--- config.mk ---
export PLATFORM = sky130hd
export DESIGN_NAME = vdec_top
export DESIGN_NICKNAME = d
export VERILOG_FILES = /design/src/design/vdec_pkg.sv /design/src/design/vdec_opi_decode.sv /design/src/design/vdec_opm_decode.sv /design/src/design/vdec_ctrl_gen.sv /design/src/design/vdec_vtype_reg.sv /design/src/design/vdec_top.sv
export SDC_FILE = /design/constraint.sdc
export NUM_CORES = 1
export LEC_CHECK = 0
export ABC_AREA = 1
export BUFFER_PORTS_ARGS = -buffer_cell sky130_fd_sc_hd__buf_2
export CAP_MARGIN = 0
export CORE_MARGIN = 2
export CORE_UTILIZATION = 46
export CTS_CLUSTER_SIZE = 10
export DETAILED_ROUTE_END_ITERATION = 8
export HOLD_SLACK_MARGIN = 0.06
export PLACE_DENSITY = 0.69
export REMOVE_ABC_BUFFERS = 1
export SLEW_MARGIN = 20
export SYNTH_ARGS = -nofsm -noshare
export SYNTH_HDL_FRONTEND = slang
export SYNTH_SLANG_ARGS = --single-unit
export TNS_END_PERCENT = 1
--- constraint.sdc ---
create_clock -name clk -period 5.81 [get_ports clk]
set_clock_uncertainty 0.2 [all_clocks]
set_input_delay 0 -clock clk [delete_from_list [all_inputs] [get_ports clk]]
set_output_delay 0 -clock clk [all_outputs]
set_load 0.02 [all_outputs]
--- src/design/vdec_pkg.sv ---
package vdec_pkg;

  // machine sizes
  localparam int xlen = 32;
  localparam int vlen = 128;
  localparam int elen = 32;

  typedef logic [31:0] instr_t;

  // lsb of each instruction field
  localparam int opcode_lsb = 0;
  localparam int funct3_lsb = 12;
  localparam int rs1_lsb    = 15;
  localparam int zimm_lsb   = 20;
  localparam int funct6_lsb = 26;

  typedef logic [6:0] opcode_t;
  localparam opcode_t op_vector = 7'b1010111;

  // operand category, funct3 of the vector major opcode
  typedef enum logic [2:0] {
    opivv = 3'b000,
    opmvv = 3'b010,
    opivi = 3'b011,
    opivx = 3'b100,
    opmvx = 3'b110,
    opcfg = 3'b111
  } vfunct3_t;

  typedef logic [5:0] funct6_t;

  // integer OPI operations
  localparam funct6_t f6_vadd     = 6'b000000;
  localparam funct6_t f6_vsub     = 6'b000010;
  localparam funct6_t f6_vrsub    = 6'b000011;
  localparam funct6_t f6_vminu    = 6'b000100;
  localparam funct6_t f6_vmin     = 6'b000101;
  localparam funct6_t f6_vmaxu    = 6'b000110;
  localparam funct6_t f6_vmax     = 6'b000111;
  localparam funct6_t f6_vand     = 6'b001001;
  localparam funct6_t f6_vor      = 6'b001010;
  localparam funct6_t f6_vxor     = 6'b001011;
  localparam funct6_t f6_vmseq    = 6'b011000;
  localparam funct6_t f6_vmsne    = 6'b011001;
  localparam funct6_t f6_vmsltu   = 6'b011010;
  localparam funct6_t f6_vmslt    = 6'b011011;
  localparam funct6_t f6_vmsleu   = 6'b011100;
  localparam funct6_t f6_vmsle    = 6'b011101;
  localparam funct6_t f6_vmsgtu   = 6'b011110;
  localparam funct6_t f6_vmsgt    = 6'b011111;
  localparam funct6_t f6_vsll     = 6'b100101;
  localparam funct6_t f6_vsrl     = 6'b101000;
  localparam funct6_t f6_vsra     = 6'b101001;

  // OPM operations
  localparam funct6_t f6_vredsum  = 6'b000000;
  localparam funct6_t f6_vredand  = 6'b000001;
  localparam funct6_t f6_vredor   = 6'b000010;
  localparam funct6_t f6_vredxor  = 6'b000011;
  localparam funct6_t f6_vredminu = 6'b000100;
  localparam funct6_t f6_vredmin  = 6'b000101;
  localparam funct6_t f6_vredmaxu = 6'b000110;
  localparam funct6_t f6_vredmax  = 6'b000111;
  localparam funct6_t f6_vmandn   = 6'b011000;
  localparam funct6_t f6_vmand    = 6'b011001;
  localparam funct6_t f6_vmor     = 6'b011010;
  localparam funct6_t f6_vmxor    = 6'b011011;
  localparam funct6_t f6_vmorn    = 6'b011100;
  localparam funct6_t f6_vmnand   = 6'b011101;
  localparam funct6_t f6_vmnor    = 6'b011110;
  localparam funct6_t f6_vmxnor   = 6'b011111;
  localparam funct6_t f6_vdivu    = 6'b100000;
  localparam funct6_t f6_vdiv     = 6'b100001;
  localparam funct6_t f6_vremu    = 6'b100010;
  localparam funct6_t f6_vrem     = 6'b100011;
  localparam funct6_t f6_vmulhu   = 6'b100100;
  localparam funct6_t f6_vmul     = 6'b100101;
  localparam funct6_t f6_vmulhsu  = 6'b100110;
  localparam funct6_t f6_vmulh    = 6'b100111;
  localparam funct6_t f6_vwaddu   = 6'b110000;
  localparam funct6_t f6_vwadd    = 6'b110001;
  localparam funct6_t f6_vwsubu   = 6'b110010;
  localparam funct6_t f6_vwsub    = 6'b110011;
  localparam funct6_t f6_vwmulu   = 6'b111000;
  localparam funct6_t f6_vwmulsu  = 6'b111010;
  localparam funct6_t f6_vwmul    = 6'b111011;
  localparam funct6_t f6_vwmaccu  = 6'b111100;
  localparam funct6_t f6_vwmacc   = 6'b111101;
  localparam funct6_t f6_vwmaccus = 6'b111110;
  localparam funct6_t f6_vwmaccsu = 6'b111111;

  // element width codes, anything above sew_32 is unsupported
  typedef logic [2:0] vsew_t;
  localparam vsew_t sew_8  = 3'd0;
  localparam vsew_t sew_16 = 3'd1;
  localparam vsew_t sew_32 = 3'd2;

  typedef enum logic [7:0] {
    op_vadd, op_vsub, op_vrsub, op_vminu, op_vmin, op_vmaxu, op_vmax,
    op_vand, op_vor, op_vxor,
    op_vmseq, op_vmsne, op_vmsltu, op_vmslt, op_vmsleu, op_vmsle, op_vmsgtu, op_vmsgt,
    op_vsll, op_vsrl, op_vsra,
    op_vredsum, op_vredand, op_vredor, op_vredxor,
    op_vredminu, op_vredmin, op_vredmaxu, op_vredmax,
    op_vmandn, op_vmand, op_vmor, op_vmxor, op_vmorn, op_vmnand, op_vmnor, op_vmxnor,
    op_vdivu, op_vdiv, op_vremu, op_vrem,
    op_vmulhu, op_vmul, op_vmulhsu, op_vmulh,
    op_vwaddu, op_vwadd, op_vwsubu, op_vwsub,
    op_vwmulu, op_vwmulsu, op_vwmul,
    op_vwmaccu, op_vwmacc, op_vwmaccus, op_vwmaccsu,
    op_bad
  } vop_t;

  typedef enum logic [2:0] {fu_arith, fu_red, fu_mul, fu_div, fu_mask} fu_t;

  typedef enum logic [3:0] {
    valu_add, valu_sub, valu_and, valu_or, valu_xor,
    valu_sll, valu_srl, valu_sra, valu_comp, valu_minmax
  } valu_t;

  typedef enum logic [1:0] {not_cfg, vsetvli, vsetivli} cfg_t;

endpackage

--- src/design/vdec_opi_decode.sv ---
`timescale 1ns/1ps

module vdec_opi_decode import vdec_pkg::*; (
  input  funct6_t  funct6,
  input  vfunct3_t vfunct3,
  output vop_t     op
);

  logic vv;
  logic vx;
  logic vi;
  // operand form groups used by the table
  logic vv_vx;
  logic vx_vi;
  logic all_forms;

  assign vv = (vfunct3 == opivv);
  assign vx = (vfunct3 == opivx);
  assign vi = (vfunct3 == opivi);

  assign vv_vx     = vv || vx;
  assign vx_vi     = vx || vi;
  assign all_forms = vv || vx || vi;

  // an OPM or config funct3 matches no group and falls out as op_bad
  always_comb begin
    op = op_bad;
    case (funct6)
      f6_vadd:   op = all_forms ? op_vadd   : op_bad;
      f6_vsub:   op = vv_vx     ? op_vsub   : op_bad;
      f6_vrsub:  op = vx_vi     ? op_vrsub  : op_bad;

      // min/max have no immediate form
      f6_vminu:  op = vv_vx     ? op_vminu  : op_bad;
      f6_vmin:   op = vv_vx     ? op_vmin   : op_bad;
      f6_vmaxu:  op = vv_vx     ? op_vmaxu  : op_bad;
      f6_vmax:   op = vv_vx     ? op_vmax   : op_bad;

      f6_vand:   op = all_forms ? op_vand   : op_bad;
      f6_vor:    op = all_forms ? op_vor    : op_bad;
      f6_vxor:   op = all_forms ? op_vxor   : op_bad;

      // compares
      f6_vmseq:  op = all_forms ? op_vmseq  : op_bad;
      f6_vmsne:  op = all_forms ? op_vmsne  : op_bad;
      f6_vmsltu: op = vv_vx     ? op_vmsltu : op_bad;
      f6_vmslt:  op = vv_vx     ? op_vmslt  : op_bad;
      f6_vmsleu: op = all_forms ? op_vmsleu : op_bad;
      f6_vmsle:  op = all_forms ? op_vmsle  : op_bad;
      // greater-than only exists against a scalar or immediate
      f6_vmsgtu: op = vx_vi     ? op_vmsgtu : op_bad;
      f6_vmsgt:  op = vx_vi     ? op_vmsgt  : op_bad;

      // shifts
      f6_vsll:   op = all_forms ? op_vsll   : op_bad;
      f6_vsrl:   op = all_forms ? op_vsrl   : op_bad;
      f6_vsra:   op = all_forms ? op_vsra   : op_bad;
      default:   op = op_bad;
    endcase
  end

endmodule

--- src/design/vdec_opm_decode.sv ---
`timescale 1ns/1ps

module vdec_opm_decode import vdec_pkg::*; (
  input  funct6_t  funct6,
  input  vfunct3_t vfunct3,
  output vop_t     op
);

  logic mvv;
  logic mvx;
  logic mvv_mvx;

  assign mvv     = (vfunct3 == opmvv);
  assign mvx     = (vfunct3 == opmvx);
  assign mvv_mvx = mvv || mvx;

  always_comb begin
    op = op_bad;
    case (funct6)
      // reductions take vector operands only
      f6_vredsum:  op = mvv     ? op_vredsum  : op_bad;
      f6_vredand:  op = mvv     ? op_vredand  : op_bad;
      f6_vredor:   op = mvv     ? op_vredor   : op_bad;
      f6_vredxor:  op = mvv     ? op_vredxor  : op_bad;
      f6_vredminu: op = mvv     ? op_vredminu : op_bad;
      f6_vredmin:  op = mvv     ? op_vredmin  : op_bad;
      f6_vredmaxu: op = mvv     ? op_vredmaxu : op_bad;
      f6_vredmax:  op = mvv     ? op_vredmax  : op_bad;

      // mask-register logical, .mm form
      f6_vmandn:   op = mvv     ? op_vmandn   : op_bad;
      f6_vmand:    op = mvv     ? op_vmand    : op_bad;
      f6_vmor:     op = mvv     ? op_vmor     : op_bad;
      f6_vmxor:    op = mvv     ? op_vmxor    : op_bad;
      f6_vmorn:    op = mvv     ? op_vmorn    : op_bad;
      f6_vmnand:   op = mvv     ? op_vmnand   : op_bad;
      f6_vmnor:    op = mvv     ? op_vmnor    : op_bad;
      f6_vmxnor:   op = mvv     ? op_vmxnor   : op_bad;

      f6_vdivu:    op = mvv_mvx ? op_vdivu    : op_bad;
      f6_vdiv:     op = mvv_mvx ? op_vdiv     : op_bad;
      f6_vremu:    op = mvv_mvx ? op_vremu    : op_bad;
      f6_vrem:     op = mvv_mvx ? op_vrem     : op_bad;
      f6_vmulhu:   op = mvv_mvx ? op_vmulhu   : op_bad;
      f6_vmul:     op = mvv_mvx ? op_vmul     : op_bad;
      f6_vmulhsu:  op = mvv_mvx ? op_vmulhsu  : op_bad;
      f6_vmulh:    op = mvv_mvx ? op_vmulh    : op_bad;

      // widening, 2*SEW destination
      f6_vwaddu:   op = mvv_mvx ? op_vwaddu   : op_bad;
      f6_vwadd:    op = mvv_mvx ? op_vwadd    : op_bad;
      f6_vwsubu:   op = mvv_mvx ? op_vwsubu   : op_bad;
      f6_vwsub:    op = mvv_mvx ? op_vwsub    : op_bad;
      f6_vwmulu:   op = mvv_mvx ? op_vwmulu   : op_bad;
      f6_vwmulsu:  op = mvv_mvx ? op_vwmulsu  : op_bad;
      f6_vwmul:    op = mvv_mvx ? op_vwmul    : op_bad;
      f6_vwmaccu:  op = mvv_mvx ? op_vwmaccu  : op_bad;
      f6_vwmacc:   op = mvv_mvx ? op_vwmacc   : op_bad;
      // unsigned-by-signed macc has no vector-vector encoding
      f6_vwmaccus: op = mvx     ? op_vwmaccus : op_bad;
      f6_vwmaccsu: op = mvv_mvx ? op_vwmaccsu : op_bad;
      default:     op = op_bad;
    endcase
  end

endmodule

--- src/design/vdec_ctrl_gen.sv ---
`timescale 1ns/1ps

module vdec_ctrl_gen import vdec_pkg::*; (
  input  vop_t  op_opi,
  input  vop_t  op_opm,
  input  logic  is_opi,
  input  logic  is_opm,
  input  cfg_t  cfg,
  input  logic  vill,
  input  vsew_t vsew,
  output logic  illegal,
  output fu_t   fu,
  output valu_t alu_op,
  output logic  is_signed,
  output logic  vd_widen,
  output logic  mask_cmp
);

  vop_t op;
  logic is_cfg;

  // config and non-vector words select op_bad, so every control takes its default
  assign op     = is_opi ? op_opi : (is_opm ? op_opm : op_bad);
  assign is_cfg = (cfg != not_cfg);

  always_comb begin
    case (op)
      op_vredsum, op_vredand, op_vredor, op_vredxor,
      op_vredminu, op_vredmin, op_vredmaxu, op_vredmax: fu = fu_red;
      op_vmulhu, op_vmul, op_vmulhsu, op_vmulh, op_vwmulu, op_vwmulsu, op_vwmul,
      op_vwmaccu, op_vwmacc, op_vwmaccus, op_vwmaccsu: fu = fu_mul;
      op_vdivu, op_vdiv, op_vremu, op_vrem: fu = fu_div;
      op_vmandn, op_vmand, op_vmor, op_vmxor,
      op_vmorn, op_vmnand, op_vmnor, op_vmxnor: fu = fu_mask;
      default: fu = fu_arith;
    endcase
  end

  always_comb begin
    case (op)
      op_vsub, op_vrsub, op_vwsubu, op_vwsub: alu_op = valu_sub;
      op_vand, op_vredand, op_vmandn, op_vmand, op_vmnand: alu_op = valu_and;
      op_vor, op_vredor, op_vmor, op_vmorn, op_vmnor: alu_op = valu_or;
      op_vxor, op_vredxor, op_vmxor, op_vmxnor: alu_op = valu_xor;
      op_vsll: alu_op = valu_sll;
      op_vsrl: alu_op = valu_srl;
      op_vsra: alu_op = valu_sra;
      op_vmseq, op_vmsne, op_vmsltu, op_vmslt,
      op_vmsleu, op_vmsle, op_vmsgtu, op_vmsgt: alu_op = valu_comp;
      op_vminu, op_vmin, op_vmaxu, op_vmax,
      op_vredminu, op_vredmin, op_vredmaxu, op_vredmax: alu_op = valu_minmax;
      // adds, and the mul/div units which ignore it
      default: alu_op = valu_add;
    endcase
  end

  always_comb begin
    case (op)
      op_vadd, op_vsub, op_vrsub, op_vmin, op_vmax,
      op_vmseq, op_vmsne, op_vmslt, op_vmsle, op_vmsgt,
      op_vredsum, op_vredmin, op_vredmax, op_vdiv, op_vrem,
      op_vmul, op_vmulhsu, op_vmulh, op_vwadd, op_vwsub, op_vwmulsu, op_vwmul,
      op_vwmacc, op_vwmaccus, op_vwmaccsu: is_signed = 1'b1;
      default: is_signed = 1'b0;
    endcase
  end

  always_comb begin
    case (op)
      op_vwaddu, op_vwadd, op_vwsubu, op_vwsub, op_vwmulu, op_vwmulsu, op_vwmul,
      op_vwmaccu, op_vwmacc, op_vwmaccus, op_vwmaccsu: vd_widen = 1'b1;
      default: vd_widen = 1'b0;
    endcase
  end

  // compare results land in a mask register
  assign mask_cmp = (alu_op == valu_comp);

  // a widened result cannot exceed elen, so sew_32 leaves no room
  assign illegal = !is_cfg &&
                   ((op == op_bad) || vill || (vd_widen && (vsew == sew_32)));

endmodule

--- src/design/vdec_vtype_reg.sv ---
`timescale 1ns/1ps

module vdec_vtype_reg import vdec_pkg::*; (
  input  logic            clk,
  input  logic            rst,
  input  logic            wr,
  input  cfg_t            cfg,
  input  logic [10:0]     zimm,
  input  logic [4:0]      uimm,
  input  logic [xlen-1:0] avl,
  output logic [xlen-1:0] vl,
  output vsew_t           vsew,
  output logic            vill
);

  vsew_t           new_sew;
  logic [2:0]      new_lmul;
  logic [xlen-1:0] app_len;
  logic [xlen-1:0] vlmax;
  logic            bad_vtype;

  // vtype layout: vlmul in [2:0], vsew in [5:3]
  assign new_lmul = zimm[2:0];
  assign new_sew  = zimm[5:3];

  // only LMUL=1 and element widths up to elen
  assign bad_vtype = (new_sew > sew_32) || (new_lmul != 3'b000);

  assign app_len = (cfg == vsetivli) ? xlen'(uimm) : avl;

  always_comb begin
    case (new_sew)
      sew_8:   vlmax = xlen'(vlen / 8);
      sew_16:  vlmax = xlen'(vlen / 16);
      default: vlmax = xlen'(vlen / elen);
    endcase
  end

  always_ff @(posedge clk) begin
    if (rst) begin
      vill <= 1'b1;
      vl   <= '0;
      vsew <= sew_8;
    end else if (wr) begin
      if (bad_vtype) begin
        vill <= 1'b1;
        vl   <= '0;
        vsew <= sew_8;
      end else begin
        vill <= 1'b0;
        vl   <= (app_len < vlmax) ? app_len : vlmax;
        vsew <= new_sew;
      end
    end
  end

endmodule

--- src/design/vdec_top.sv ---
`timescale 1ns/1ps

module vdec_top import vdec_pkg::*; (
  input  logic            clk,
  input  logic            rst,
  input  logic            req,
  input  instr_t          instr,
  input  logic [xlen-1:0] avl,
  output logic            ack,
  output logic            illegal,
  output fu_t             fu,
  output valu_t           alu_op,
  output logic            is_signed,
  output logic            vd_widen,
  output logic            mask_cmp,
  output logic [xlen-1:0] vl,
  output vsew_t           vsew,
  output logic            vill
);

  typedef enum logic [1:0] {st_idle, st_decode, st_hold} state_t;

  state_t          state;
  instr_t          instr_q;
  logic [xlen-1:0] avl_q;

  opcode_t  opcode;
  vfunct3_t vfunct3;
  funct6_t  funct6;
  logic     is_vec;
  logic     is_opi;
  logic     is_opm;
  cfg_t     cfg;
  vop_t     op_opi;
  vop_t     op_opm;
  logic     vtype_wr;

  // decoded controls ahead of the output registers
  logic  illegal_d;
  fu_t   fu_d;
  valu_t alu_op_d;
  logic  is_signed_d;
  logic  vd_widen_d;
  logic  mask_cmp_d;

  // field split of the captured word
  assign opcode  = instr_q[opcode_lsb +: 7];
  assign vfunct3 = vfunct3_t'(instr_q[funct3_lsb +: 3]);
  assign funct6  = instr_q[funct6_lsb +: 6];

  assign is_vec = (opcode == op_vector);
  assign is_opi = is_vec && ((vfunct3 == opivv) || (vfunct3 == opivx) || (vfunct3 == opivi));
  assign is_opm = is_vec && ((vfunct3 == opmvv) || (vfunct3 == opmvx));

  // bit 31 clear is vsetvli, 11 is vsetivli, 10 (vsetvl) stays not_cfg
  always_comb begin
    cfg = not_cfg;
    if (is_vec && (vfunct3 == opcfg)) begin
      if (!instr_q[31]) begin
        cfg = vsetvli;
      end else if (instr_q[30]) begin
        cfg = vsetivli;
      end
    end
  end

  // vtype changes on the same edge that raises ack
  assign vtype_wr = (state == st_decode) && (cfg != not_cfg);

  vdec_opi_decode u_opi (
    .funct6  (funct6),
    .vfunct3 (vfunct3),
    .op      (op_opi)
  );

  vdec_opm_decode u_opm (
    .funct6  (funct6),
    .vfunct3 (vfunct3),
    .op      (op_opm)
  );

  vdec_ctrl_gen u_ctrl (
    .op_opi    (op_opi),
    .op_opm    (op_opm),
    .is_opi    (is_opi),
    .is_opm    (is_opm),
    .cfg       (cfg),
    .vill      (vill),
    .vsew      (vsew),
    .illegal   (illegal_d),
    .fu        (fu_d),
    .alu_op    (alu_op_d),
    .is_signed (is_signed_d),
    .vd_widen  (vd_widen_d),
    .mask_cmp  (mask_cmp_d)
  );

  vdec_vtype_reg u_vtype (
    .clk  (clk),
    .rst  (rst),
    .wr   (vtype_wr),
    .cfg  (cfg),
    .zimm (instr_q[zimm_lsb +: 11]),
    .uimm (instr_q[rs1_lsb +: 5]),
    .avl  (avl_q),
    .vl   (vl),
    .vsew (vsew),
    .vill (vill)
  );

  // four-phase handshake FSM
  always_ff @(posedge clk) begin
    if (rst) begin
      state   <= st_idle;
      ack     <= 1'b0;
      illegal <= 1'b0;
    end else begin
      case (state)
        st_idle: begin
          if (req) begin
            state <= st_decode;
          end
        end
        st_decode: begin
          state   <= st_hold;
          ack     <= 1'b1;
          illegal <= illegal_d;
        end
        st_hold: begin
          // outputs hold for as long as req stays high
          if (!req) begin
            state <= st_idle;
            ack   <= 1'b0;
          end
        end
        default: state <= st_idle;
      endcase
    end
  end

  always_ff @(posedge clk) begin
    if ((state == st_idle) && req) begin
      instr_q <= instr;
      avl_q   <= avl;
    end
  end

  always_ff @(posedge clk) begin
    if (state == st_decode) begin
      fu        <= fu_d;
      alu_op    <= alu_op_d;
      is_signed <= is_signed_d;
      vd_widen  <= vd_widen_d;
      mask_cmp  <= mask_cmp_d;
    end
  end

endmodule

# After elaboration in Yosys (flattened, before gate mapping)
# Memories as Yosys holds them, arrays and structs flattened. A register that Yosys moved wholly into a read port is not among the register bits.
# Index checks and enable logic that the tools add are counted.
dict set report word_totals {
  regBits 110
  memories 3
  output_inout_bits 48
  input_bits 67
  elab_cells 185
  romBits 512
}
# name words word_bits rd rd_ports_with_merged_regs wr line
set mem_list {}
lappend mem_list {{(no name shown)} 64 4 1 0 0 vdec_ctrl_gen.sv:40} ;# case (op)
lappend mem_list {{(no name shown)} 64 3 1 1 0 vdec_ctrl_gen.sv:27} ;# case (op)
lappend mem_list {{(no name shown)} 64 1 1 1 0 vdec_ctrl_gen.sv:58} ;# case (op)
dict set report classes {
  n_reduce_logical 28
  eq_ne 65
  n_lt_le_gt_ge 2
  muxes 76
}
# operator n
set ops {}
lappend ops {{one-hot mux 8 bit (35 select lines)} 1}
lappend ops {{2-to-1 mux 6 bit} 32}
lappend ops {{one-hot mux 8 bit (21 select lines)} 1}
lappend ops {{== test 6 bit, second input constant} 21}
lappend ops {{== test 8 x 6 -> 1 bit, second input constant} 12}
lappend ops {{2-to-1 mux 32 bit} 3}
lappend ops {{2-to-1 mux 5 bit} 16}
lappend ops {{== test 6 x 5 -> 1 bit, second input constant} 8}
lappend ops {{2-to-1 mux 4 bit} 9}
lappend ops {{< comparator 32 x 5 -> 1 bit} 1}
lappend ops {{== test 6 x 3 -> 1 bit, second input constant} 4}
lappend ops {{== test 6 x 4 -> 1 bit, second input constant} 3}
lappend ops {{2-to-1 mux 8 bit} 2}
lappend ops {{== test 6 x 2 -> 1 bit, second input constant} 2}
lappend ops {{OR reduction 11 bit} 1}
lappend ops {{2-to-1 mux 2 bit} 5}
lappend ops {{one-hot mux 5 bit (2 select lines)} 1}
lappend ops {{== test 3 x 2 -> 1 bit, second input constant} 3}
lappend ops {{== test 3 bit, second input constant} 3}
lappend ops {{== test 7 bit, second input constant} 1}
lappend ops {{logical AND 1 bit} 7}
lappend ops {{logical OR 1 bit} 7}
lappend ops {{== test 6 x 1 -> 1 bit, second input constant} 1}
lappend ops {{zero test 3 bit} 2}
lappend ops {{other kinds (16)} 25}

# Longest topological paths before layout
# Gate-level depths: netlist of the first run.
dict set report logic_depth {
  word_depth 12
  mapped_depth 22
  depth_no_buf 21
}

# Cells and area by module
# A second synthesis of the first run with hierarchy kept.
dict set report unflattened {
  cells_unflattened 789
  hier_area_um2 6018.3
}
# mod n_inst area_each_um2 seq_area_each_um2 cells_per_inst
set modules_own_cells {}
lappend modules_own_cells {vdec_top 1 2353.5 2152.1 111}
lappend modules_own_cells {vdec_vtype_reg 1 1508.9 720.7 212}
lappend modules_own_cells {vdec_ctrl_gen 1 929.6 0.0 182}
lappend modules_own_cells {vdec_opi_decode 1 668.1 0.0 157}
lappend modules_own_cells {vdec_opm_decode 1 558.0 0.0 127}

# Worst setup path before layout of the first run
# No wires, ideal clock.
dict set report synth_timing {
  kind {register to register}
  from {register state[1]}
  to {register avl_q[0] (enable)}
  setup_slack_ns 0.681
  t_arrival_ns 4.381
  path_buffers 0
  setup_ns 0.549
  required_ns 5.061
  period_less_slack_ns 5.129
  stages_incl_launch_ff 2
  path_cell_list {dfxtp_1 -> nor3_1}
}
dict set report synth_via {
  elab_chain_len 2
}
# element line
set synth_lines {}
lappend synth_lines {{from (decl)} vdec_top.sv:23} ;# state_t state;
lappend synth_lines {{from (signal assigned)} vdec_top.sv:114} ;# state <= st_idle;
lappend synth_lines {{from (signal assigned)} vdec_top.sv:121} ;# state <= st_decode;
lappend synth_lines {{from (signal assigned)} vdec_top.sv:125} ;# state <= st_hold;
lappend synth_lines {{zero test 2 bit} vdec_top.sv:142} ;# if ((state == st_idle) && req) begin
lappend synth_lines {{logical AND 1 bit} vdec_top.sv:142}
lappend synth_lines {{to (signal assigned)} vdec_top.sv:144} ;# avl_q <= avl;
lappend synth_lines {{to (decl)} vdec_top.sv:25} ;# logic [xlen-1:0] avl_q;
# Every way passes these cells.
# A chain may end at the register's enable or synchronous reset.

# Worst setup path after layout of the first run
dict set report layout_timing {
  from {register instr_q[31]}
  to {register mask_cmp, data pin}
}
dict set report layout_via {
  elab_chain_len 7
  elab_cells_between_ends 47
  cone_classes {40 x eq/ne; 5 x mux; 1 x reduce/logical; 1 x memory}
}
# element line
set layout_lines {}
lappend layout_lines {{from (decl)} vdec_top.sv:24} ;# instr_t instr_q;
lappend layout_lines {{from (signal assigned)} vdec_top.sv:143} ;# instr_q <= instr;
lappend layout_lines {{== test 6 bit, or another cell as far along} vdec_opm_decode.sv:19} ;# case (funct6)
lappend layout_lines {{one-hot mux 8 bit (35 select lines)} vdec_opm_decode.sv:19}
lappend layout_lines {{2-to-1 mux 8 bit} vdec_ctrl_gen.sv:23} ;# assign op = is_opi ? op_opi : (is_opm ? op_opm : op_bad);
lappend layout_lines {{2-to-1 mux 8 bit (*)} vdec_ctrl_gen.sv:23}
lappend layout_lines {{memory read (64 x 4 bit) (*)} --}
lappend layout_lines {{2-to-1 mux 4 bit (*)} vdec_ctrl_gen.sv:40}
lappend layout_lines {{== test 4 bit (*)} vdec_ctrl_gen.sv:77} ;# assign mask_cmp = (alu_op == valu_comp);
lappend layout_lines {{net mask_cmp_d} vdec_top.sv:44} ;# logic mask_cmp_d;
lappend layout_lines {{to (signal assigned)} vdec_top.sv:154} ;# mask_cmp <= mask_cmp_d;
lappend layout_lines {{to (decl)} vdec_top.sv:15} ;# output logic mask_cmp,
# The timed path passes the listed nets; every way through them passes the cells marked *.

==> impl_metrics.toml, run 1 <==
[setup_path]
rr_endpoint = "mask_cmp"
cpPeakStageDelay_ps = 530
slowest_stage = "nor2_1"
timing.rr.start = "instr_q[31]"
cp_data_required_time_ps = 5820
r2r_cells = 19
r2r_slack_ps = 2190
endpoint_kind = "flop"
critical_path_class = "flop to flop"
worstPathCellList = "inv_2, nor2_1, nand3_1, nand2_1, nor2_1, nand3_1, nor2_1, nand2_2, nand3_2, nand2_4, inv_2, ha_1, nand3_1, nand2_1, nor2_1, nor2_1, a21oi_1, nand3_1, nor2_1"
start_kind = "flop"
crit_path_max_fanout = 12
critical_path.top_delay_family = "simple AND/OR/NAND/NOR gates"
crit_top_cell = "nor2_1"
crit_buf_inv = 2
arrival_ps = 3630

[timing]
finalSetupTns_ps = 0
fin_crit_ps = 3620
setup_viol = 0
rsz0062_at_grt = "no"
worstMarginPinSlew_ps = 718
slew_violations = 0
relSlewSlack_pct = 52.2
hold_viol = 0
finalCritPeriodShare_pct = 62.3
fmax_ghz = 0.276

[floorplan]
die_area_um2 = 12500
row_count = 39
io_pins = 115
start_util_pct = 46.9
core_um2 = 11400
die_w_um = 112
die_y_um = 112

[layout]
nets = 873
area_delta_synth_final_pct = 30.0
regArea_um2 = 2870
antenna_cells = 0
final_layout_size_suffix_gt1_share_pct = 22.0
multiInputGateArea_um2 = 2200
fill_cells = 971
final_cells = 947

[placed_design]
port-buffer-count = 109
placed_cells = 869
gp_congestion = 0.884
dp_hpwl_um = 9230

[global_routing]
grt_pass1_wl_um = 22500
globalRouteOverflowTotal = 0
grt_pass1_vias = 4840
grtUsageTotal_pct = 22.3
grt_max_degree = 60
antenna_found_initial = 0

[synth]
synth_seq_cells = 109
ys_warn_count = 0
synthMuxAreaShare_pct = 0.399
synthCells = 629
synth_top_flop_cell = "edfxtp_1"
syn_avg_cell_area_um2 = 8.48
yosysUniqueCellTypes = 38
async_flop_share_pct = 0
synth-edff-count = 69
yosysSeqAreaShare_pct = 53.8
syn-cell-area_um2 = 5340
synth_top_family_by_area = "simple AND/OR/NAND/NOR gates"
synth-simple-area-share_pct = 31.4
yosys.area_share.xor_xnor_pct = 0
yosys.area_share.adder_pct = 1.64
synth-compound-area-share_pct = 7.69

[pwr]
p_int_w = 0.00124
p_leak_nw = 3.19
switchingPower_w = 0.000422
power_frac_seq_pct = 52.8
clkPwrFrac_pct = 37.2
cellPowerDensity_nw_per_um2 = 239
comb_power_share_pct = 10.0
switching_share_pct = 25.4
ir_drop_mv = 0.188

[hold_path]
hold_start = "instr[5]"
whs_path_depth = 2
min_path_type = "input pin to flop"
min_to = "instr_q[5]"

[flow_run]
maxCapViolCount = 0

[clocking]
cts.htree.levels = 3
clock_latency_ps = 350
clk_pin_slew_ps = 80
cts_setup_buffers = 0
cts_resized = 0
numCtsBuffers = 9
cts_tree = "built"
ctsLongestPathBuffers = 2
cts_root_buffer = "clkbuf_16"
numClockSinks = 109

[detailed_routing]
num_vias = 4895
wl_um = 13600
firstDrtPassIters = 4
vias_per_cell = 5.17
drt-wirelength-per-cell_um = 14.4
ant_nets = 0
route.detailed.drc = 0
drt_iter0_drc = 335

[run_status]
status = "completed"
[per-stage QoR]
step	cell area, um^2	setup WS [ps]	total power, W	hold WS (ps)	util (%)
after floorplan	5260	681	0.000973	-131	-
after global placement	6010	2250	0.00102	-23.2	52.8
after detailed placement	6010	2240	0.00102	-21.9	52.8
after CTS	6930	2210	0.00166	143	61.0
after global routing	6940	1800	0.00173	162	61.0
final	6940	2190	0.00166	155	61.0
[layout make-up]
type	count	area share [%]
inverters	52	2.81
well taps	143	2.58
clock inverters	7	1.14
flip-flops and latches	109	41.4
repair buffers	173	17.0
multi-input cells	454	31.8
clock buffers	9	3.25
[layer usage]
metal | up-vias | track usage [%] | wire, um
li1 | 2464 | - | -
met1 | 2212 | 27.5 | 5710
met2 | 184 | 38.5 | 6690
met3 | 35 | 4.41 | 834
met4 | 0 | 9.30 | 379
met5 | - | 0 | 0
[cell usage after synthesis, types with 2 or more instances]
cell | count | share of area [%]
nand4_1 | 10 | 1.2
ha_1 | 7 | 1.6
nor2_1 | 85 | 6.0
a21oi_1 | 27 | 2.5
clkbuf_1 | 8 | 0.56
o21ai_1 | 4 | 0.38
nand2_4 | 3 | 0.63
nand3b_1 | 2 | 0.28
o2111ai_1 | 2 | 0.33
o21ai_0 | 23 | 2.2
nand2_1 | 162 | 11
edfxtp_1 | 69 | 39
dfxtp_1 | 40 | 15
nor2_4 | 3 | 0.63
inv_1 | 40 | 2.8
inv_2 | 12 | 0.84
nor3_1 | 11 | 1.0
nor2_2 | 16 | 1.9
nand3_1 | 65 | 6.1
o22ai_1 | 2 | 0.23
nand3_2 | 5 | 0.94
buf_2 | 2 | 0.19
o211ai_1 | 6 | 0.84
o41ai_1 | 4 | 0.66
nand2_2 | 6 | 0.70
buf_4 | 3 | 0.42
[cell usage in the layout, fill, tap and decap left out, types with 4 or more instances in the layout]
master         count
o21ai_0           23
nand3_1           64
nand4_1           10
a21oi_1           27
nor2_2            16
o41ai_1            4
dfxtp_1           40
inv_2             12
dlygate4sd3_1     62
edfxtp_1          69
nor2_1            85
o211ai_1           6
clkbuf_16          9
ha_1               7
nand2_2            6
inv_1             40
nand3_2            6
o21ai_1            4
nor3_1            10
buf_2            109
nand2_1          162
[power groups by stage]
stage	logic [W]	clock network (W)	registers, W
after CTS	0.000163	0.000625	0.000875
after floorplan	0.0000765	0	0.000897
final	0.000166	0.000617	0.000876
after global routing	0.000184	0.000663	0.000879
after detailed placement	0.000131	0	0.000893
after global placement	0.000130	0	0.000892
[what timing repair did]
item | CTS | global route
hold buffers | 62 | 0
hold endpoints to repair | 97 | 0
endpoints found under the setup margin | 0 | 0
[flip-flops by register name (all words and copies together), names as in the netlist]
register	cells
ack	1
alu_op	4
avl_q	32
fu	3
illegal	1
instr_q	27
is_signed	1
mask_cmp	1
state	2
u_vtype.vill	1
u_vtype.vl	32
u_vtype.vsew	3
vd_widen	1
[cell families (layout without fill, tap and decap cells)]
group	after synthesis	in the layout
adders and majority gates	7	7
buffers and inverters	66	241
muxes	2	2
AOI/OAI and AO/OA	72	72
DFF	109	109
and+or+nand+nor	373	373
[worst max path at each step]
stage,slack (ps),depth (start not counted),from,endpoint
6_report,2190,19,instr_q[31],mask_cmp
3_3_place_gp,2250,19,instr_q[31],mask_cmp
2_1_floorplan,680,1,state[1],avl_q[0]
3_5_place_dp,2240,19,instr_q[31],mask_cmp
5_1_grt,1800,13,instr_q[3],u_vtype.vl[4]
4_1_cts,2210,13,instr_q[3],u_vtype.vl[3]
(Power assumes the default switching activity.)
==> run 2: changes to the inputs <==
- PLACE_DENSITY: 0.69 -> 0.72
- clock period: 5.81 -> 3.2 ns (I/O delays scaled with it)
==> impl_metrics.toml, run 2 (synthesis results as in run 1) <==
[setup_path]
crit_buf_inv = 2
timing.rr.start = "instr_q[27]"
crit_top_cell = "nand2_1"
critical_path_class = "flop to flop"
endpoint_kind = "flop"
r2r_cells = 18
arrival_ps = 3020
critical_path.top_delay_family = "simple AND/OR/NAND/NOR gates"
cpPeakStageDelay_ps = 520
crit_path_max_fanout = 6
worstPathCellList = "buf_4, nand2_1, nor2_2, nand2_1, nand2_1, nor2_2, nand3_2, nor2_4, nor2_2, nand2_1, nand2_2, inv_2, nand2_2, ha_1, o21ai_1, o21ai_1, nand3_1, nor2_1"
cp_data_required_time_ps = 3110
r2r_slack_ps = 90
slowest_stage = "edfxtp_1"
rr_endpoint = "mask_cmp"
start_kind = "flop"

[detailed_routing]
drt-wirelength-per-cell_um = 14.9
ant_nets = 0
drt_iter0_drc = 265
vias_per_cell = 5.16
num_vias = 5110
wl_um = 14800
firstDrtPassIters = 5
route.detailed.drc = 0

[hold_path]
min_to = "avl_q[9]"
hold_start = "avl[9]"
min_path_type = "input pin to flop"
whs_path_depth = 2

[floorplan]
core_um2 = 11400
io_pins = 115
row_count = 39
start_util_pct = 46.9
die_w_um = 112
die_y_um = 112
die_area_um2 = 12500

[clocking]
numClockSinks = 109
clock_latency_ps = 350
numCtsBuffers = 9
cts.htree.levels = 3
ctsLongestPathBuffers = 2
cts_root_buffer = "clkbuf_16"
clk_pin_slew_ps = 80
cts_tree = "built"

[timing]
hold_viol = 0
slew_violations = 0
rsz0062_at_grt = "yes"
setup_viol = 0
worstMarginPinSlew_ps = 713
fin_crit_ps = 3110
relSlewSlack_pct = 52.4
finalSetupTns_ps = 0
finalCritPeriodShare_pct = 97.1
fmax_ghz = 0.322

[pwr]
cellPowerDensity_nw_per_um2 = 422
p_leak_nw = 3.44
finalPower_w = 0.00313
ir_drop_mv = 0.460

[placed_design]
placed_cells = 902
gp_congestion = 0.935
dp_hpwl_um = 9970
port-buffer-count = 109

[layout]
antenna_cells = 0
final_cell_mix = "nand2_1, buf_2, nor2_1"
layout_commonest_cell = "nand2_1"
regArea_um2 = 2870
multiInputGateArea_um2 = 2330
fill_cells = 913
final_layout_size_suffix_gt1_share_pct = 29.1
area_delta_synth_final_pct = 38.9
nets = 917
final_cells = 991
largestRegisters = "avl_q x32, u_vtype.vl x32, instr_q x27"

[global_routing]
grtUsageTotal_pct = 24.0
antenna_found_initial = 0
grt_max_degree = 60
grt_pass1_wl_um = 24100
grt_pass1_vias = 5126
globalRouteOverflowTotal = 0

[run_status]
status = "completed"

[flow_run]
maxCapViolCount = 0
-- run 2: cell count changes in the layout (fill, tap and decap cells not counted), sizes merged --
cell	previous run	this run
buf	111	155
inv	55	57
clkinv	4	1
bufinv	0	1
-- run 2: timing repair --
item	4_1_cts	5_1_grt
hold endpoints to repair	97	0
gates resized for setup	0	36
buffers inserted	0	11
hold buffers	62	0
endpoints found under the setup margin	0	11
-- run 2: metrics by stage --
step                instance area [um^2]  utilization (%)  worst slack (ps)  hold slack [ps]
floorplan                           5260                -             -1930             -131
finish                              7410             65.2              93.8              149
global route                        7410             65.2             -88.1              161
CTS                                 7200             63.3              17.6              143
detailed placement                  6270             55.1              36.3            -21.9
global placement                    6270             55.1               113            -24.1
-- run 2: how the worst max path moves through the flow --
| stage | startpoint | endpoint | slack [ps] | depth (start not counted) |
|---|---|---|---|---|
| final | instr_q[27] | mask_cmp | 90 | 18 |
| after floorplan | state[1] | avl_q[0] | -1930 | 1 |
| after global placement | instr_q[27] | mask_cmp | 110 | 20 |
| after detailed placement | instr_q[31] | mask_cmp | 40 | 19 |
| after CTS | instr_q[31] | mask_cmp | 20 | 19 |
| after global routing | instr_q[27] | mask_cmp | -90 | 17 |
-- run 2: layout make-up --
cell class / instances / area share (%)
sequential: 109 / 38.8
multi-input combinational: 454 / 31.4
tap: 143 / 2.41
clock inverter: 7 / 1.18
timing repair buffer: 217 / 20.6
clock buffer: 9 / 3.04
inverter: 52 / 2.63
-- run 2: routing by layer --
metal	vias up	routed length, um	track usage [%]
li1	2556	-	-
met1	2379	6010	28.0
met2	156	7790	44.2
met3	19	728	4.84
met4	0	227	7.24
met5	-	0	0
-- run 2: report_power, final --
part / total [W] / internal, W / leakage (nW) / switching, W
Combinational: 0.000355 / 0.000159 / 2.29 / 0.000196
Sequential: 0.00159 / 0.00156 / 0.991 / 0.0000291
Clock: 0.00118 / 0.000629 / 0.156 / 0.000554
==> run 3: changes to the inputs <==
- ABC_AREA: 1 -> not set
- RECOVER_POWER: not set -> 25
==> impl_metrics.toml, run 3 <==
[detailed_routing]
drt_iter0_drc = 298
vias_per_cell = 5.61
drt-wirelength-per-cell_um = 18.7
num_vias = 5019
firstDrtPassIters = 6
wl_um = 16800
route.detailed.drc = 0
ant_nets = 0

[setup_path]
cp_data_required_time_ps = 3110
r2r_slack_ps = -140
crit_path_max_fanout = 5
endpoint_kind = "flop"
start_kind = "flop"
arrival_ps = 3260
critical_path_class = "flop to flop"

[synth]
yosysSeqAreaShare_pct = 55.0
async_flop_share_pct = 0
yosysTopAreaCell = "edfxtp_1"
synthCells = 474
synth_commonest_cells = "edfxtp_1, dfxtp_1, nor2_1"
synth-simple-area-share_pct = 21.9
ys_warn_count = 0
synth_top_flop_cell = "edfxtp_1"
synth_seq_cells = 109
netlist.area_leader.share_pct = 39.7
yosys.area_share.xor_xnor_pct = 0.335
syn-cell-area_um2 = 5220
synthTopCellsByArea = "edfxtp_1, dfxtp_1, and2_1"
yosysMostFrequentCell = "edfxtp_1"
yosysUniqueCellTypes = 80
synth_top_family_by_area = "simple AND/OR/NAND/NOR gates"
yosys.area_share.adder_pct = 1.68
synthMuxAreaShare_pct = 2.04
synth-edff-count = 69
syn_avg_cell_area_um2 = 11.0
synth-compound-area-share_pct = 15.7

[floorplan]
io_pins = 115
row_count = 38
die_y_um = 111
core_um2 = 10900
die_area_um2 = 12200
die_w_um = 111
start_util_pct = 47.7

[run_status]
violations = "negative setup slack"
status = "finished, violations left"

[clocking]
numCtsBuffers = 9
clk_pin_slew_ps = 80
cts.htree.levels = 3
numClockSinks = 109
clock_latency_ps = 360
cts_root_buffer = "clkbuf_16"
cts_tree = "built"
ctsLongestPathBuffers = 2

[pwr]
switching_share_pct = 26.4
p_leak_nw = 3.32
comb_power_share_pct = 14.2
ir_drop_mv = 0.538
finalPower_w = 0.00319
clkPwrFrac_pct = 35.9
switchingPower_w = 0.000841
power_frac_seq_pct = 49.9
p_int_w = 0.00235
cellPowerDensity_nw_per_um2 = 398

[layout]
nets = 824
final_cells = 895
layout_commonest_cell = "buf_4"
fill_cells = 749
area_delta_synth_final_pct = 53.5
multiInputGateArea_um2 = 2490
fin_util_pct = 73.3
antenna_cells = 0
final_layout_size_suffix_gt1_share_pct = 42.1
final_cell_mix = "buf_4, buf_2, edfxtp_1"
regArea_um2 = 2870
largestRegisters = "avl_q x32, u_vtype.vl x32, instr_q x27"

[flow_run]
maxCapViolCount = 0

[timing]
holdWs_ps = 148
relSlewSlack_pct = 43.0
slew_violations = 0
rsz0062_at_grt = "yes"
worstMarginPinSlew_ps = 854
setup_slack_ps = -144
setup_viol = 11
fmax_ghz = 0.299
fin_crit_ps = 3340
hold_viol = 0
finalCritPeriodShare_pct = 104

[global_routing]
grt_max_degree = 61
grt_pass1_vias = 5080
grt_pass1_wl_um = 25800
antenna_found_initial = 0
grtUsageTotal_pct = 26.4
globalRouteOverflowTotal = 0

[placed_design]
gp_congestion = 0.927
placed_cells = 783
port-buffer-count = 109
place_ws_ps = -182
dp_hpwl_um = 9640

[hold_path]
min_path_type = "input pin to flop"
run 3: repair_timing:
| item | CTS | global route |
|---|---|---|
| setup endpoints to repair | 16 | 16 |
| hold buffers | 62 | 0 |
| buffers inserted | 16 | 17 |
| cloned | 0 | 1 |
| endpoints found under the hold margin | 70 | 0 |
| resized for setup | 40 | 44 |
| pin swaps | 12 | 16 |
run 3: final timing paths:
check,startpoint,to,cells past startpoint
setup / recovery,instr_q[26],alu_op[0],10
hold / removal,instr[27],instr_q[27],2
setup reg to reg,instr_q[26],alu_op[0],10
hold reg to reg,u_vtype.vl[26],u_vtype.vl[26],1
run 3: area by class of cell:
| cell class | instances | share of cell area [%] |
|---|---|---|
| multi-input cells | 329 | 31.0 |
| repair buffers | 293 | 26.8 |
| flip-flops and latches | 109 | 35.9 |
| clock inverters | 7 | 0.984 |
| inverters | 8 | 0.375 |
| clock buffers | 9 | 2.81 |
| well taps | 140 | 2.19 |
run 3: power groups by stage:
| stage | Sequential, W | Clock [W] | Combinational (W) |
|---|---|---|---|
| finish | 0.00159 | 0.00115 | 0.000453 |
| CTS | 0.00159 | 0.00114 | 0.000394 |
| floorplan | 0.00165 | 0 | 0.000124 |
| global placement | 0.00162 | 0 | 0.000303 |
| global route | 0.00160 | 0.00121 | 0.000482 |
| detailed placement | 0.00162 | 0 | 0.000304 |
run 3: per-layer routing:
metal  vias to the layer above  GRT usage (%)  share of wire, %
met5                         -              0                 0
met4                         0           9.75               2.5
met3                        40           5.76               6.8
met2                       218           47.6                52
met1                      2404           30.7                38
li1                       2357              -                 -
run 3: worst max-delay path, stage by stage (launching register included):
cell and delay (ps):
edfxtp_1 460, buf_4 180, or4b_4 540, a221o_1 310, o311ai_1 110, or4_1 200
a21oi_2 70, a22o_1 190, mux2_2 260, a221o_1 380, or2_1 210
run 3: logic make-up (layout without fill, tap and decap cells):
kind of cell / count (synthesis) / count (layout)
fa+ha+maj: 7 / 7
buf+inv: 36 / 317
simple gates: 194 / 194
mux: 10 / 10
compound gates: 116 / 116
xor+xnor: 2 / 2
flops: 109 / 109
run 3: stage by stage:
step / setup TNS, ps / instance area [um^2]
3_3_place_gp: -917 / 6470
4_1_cts: -144 / 7680
5_1_grt: -2300 / 8010
6_report: -786 / 8010
3_5_place_dp: -1200 / 6470
2_1_floorplan: -140610 / 5070
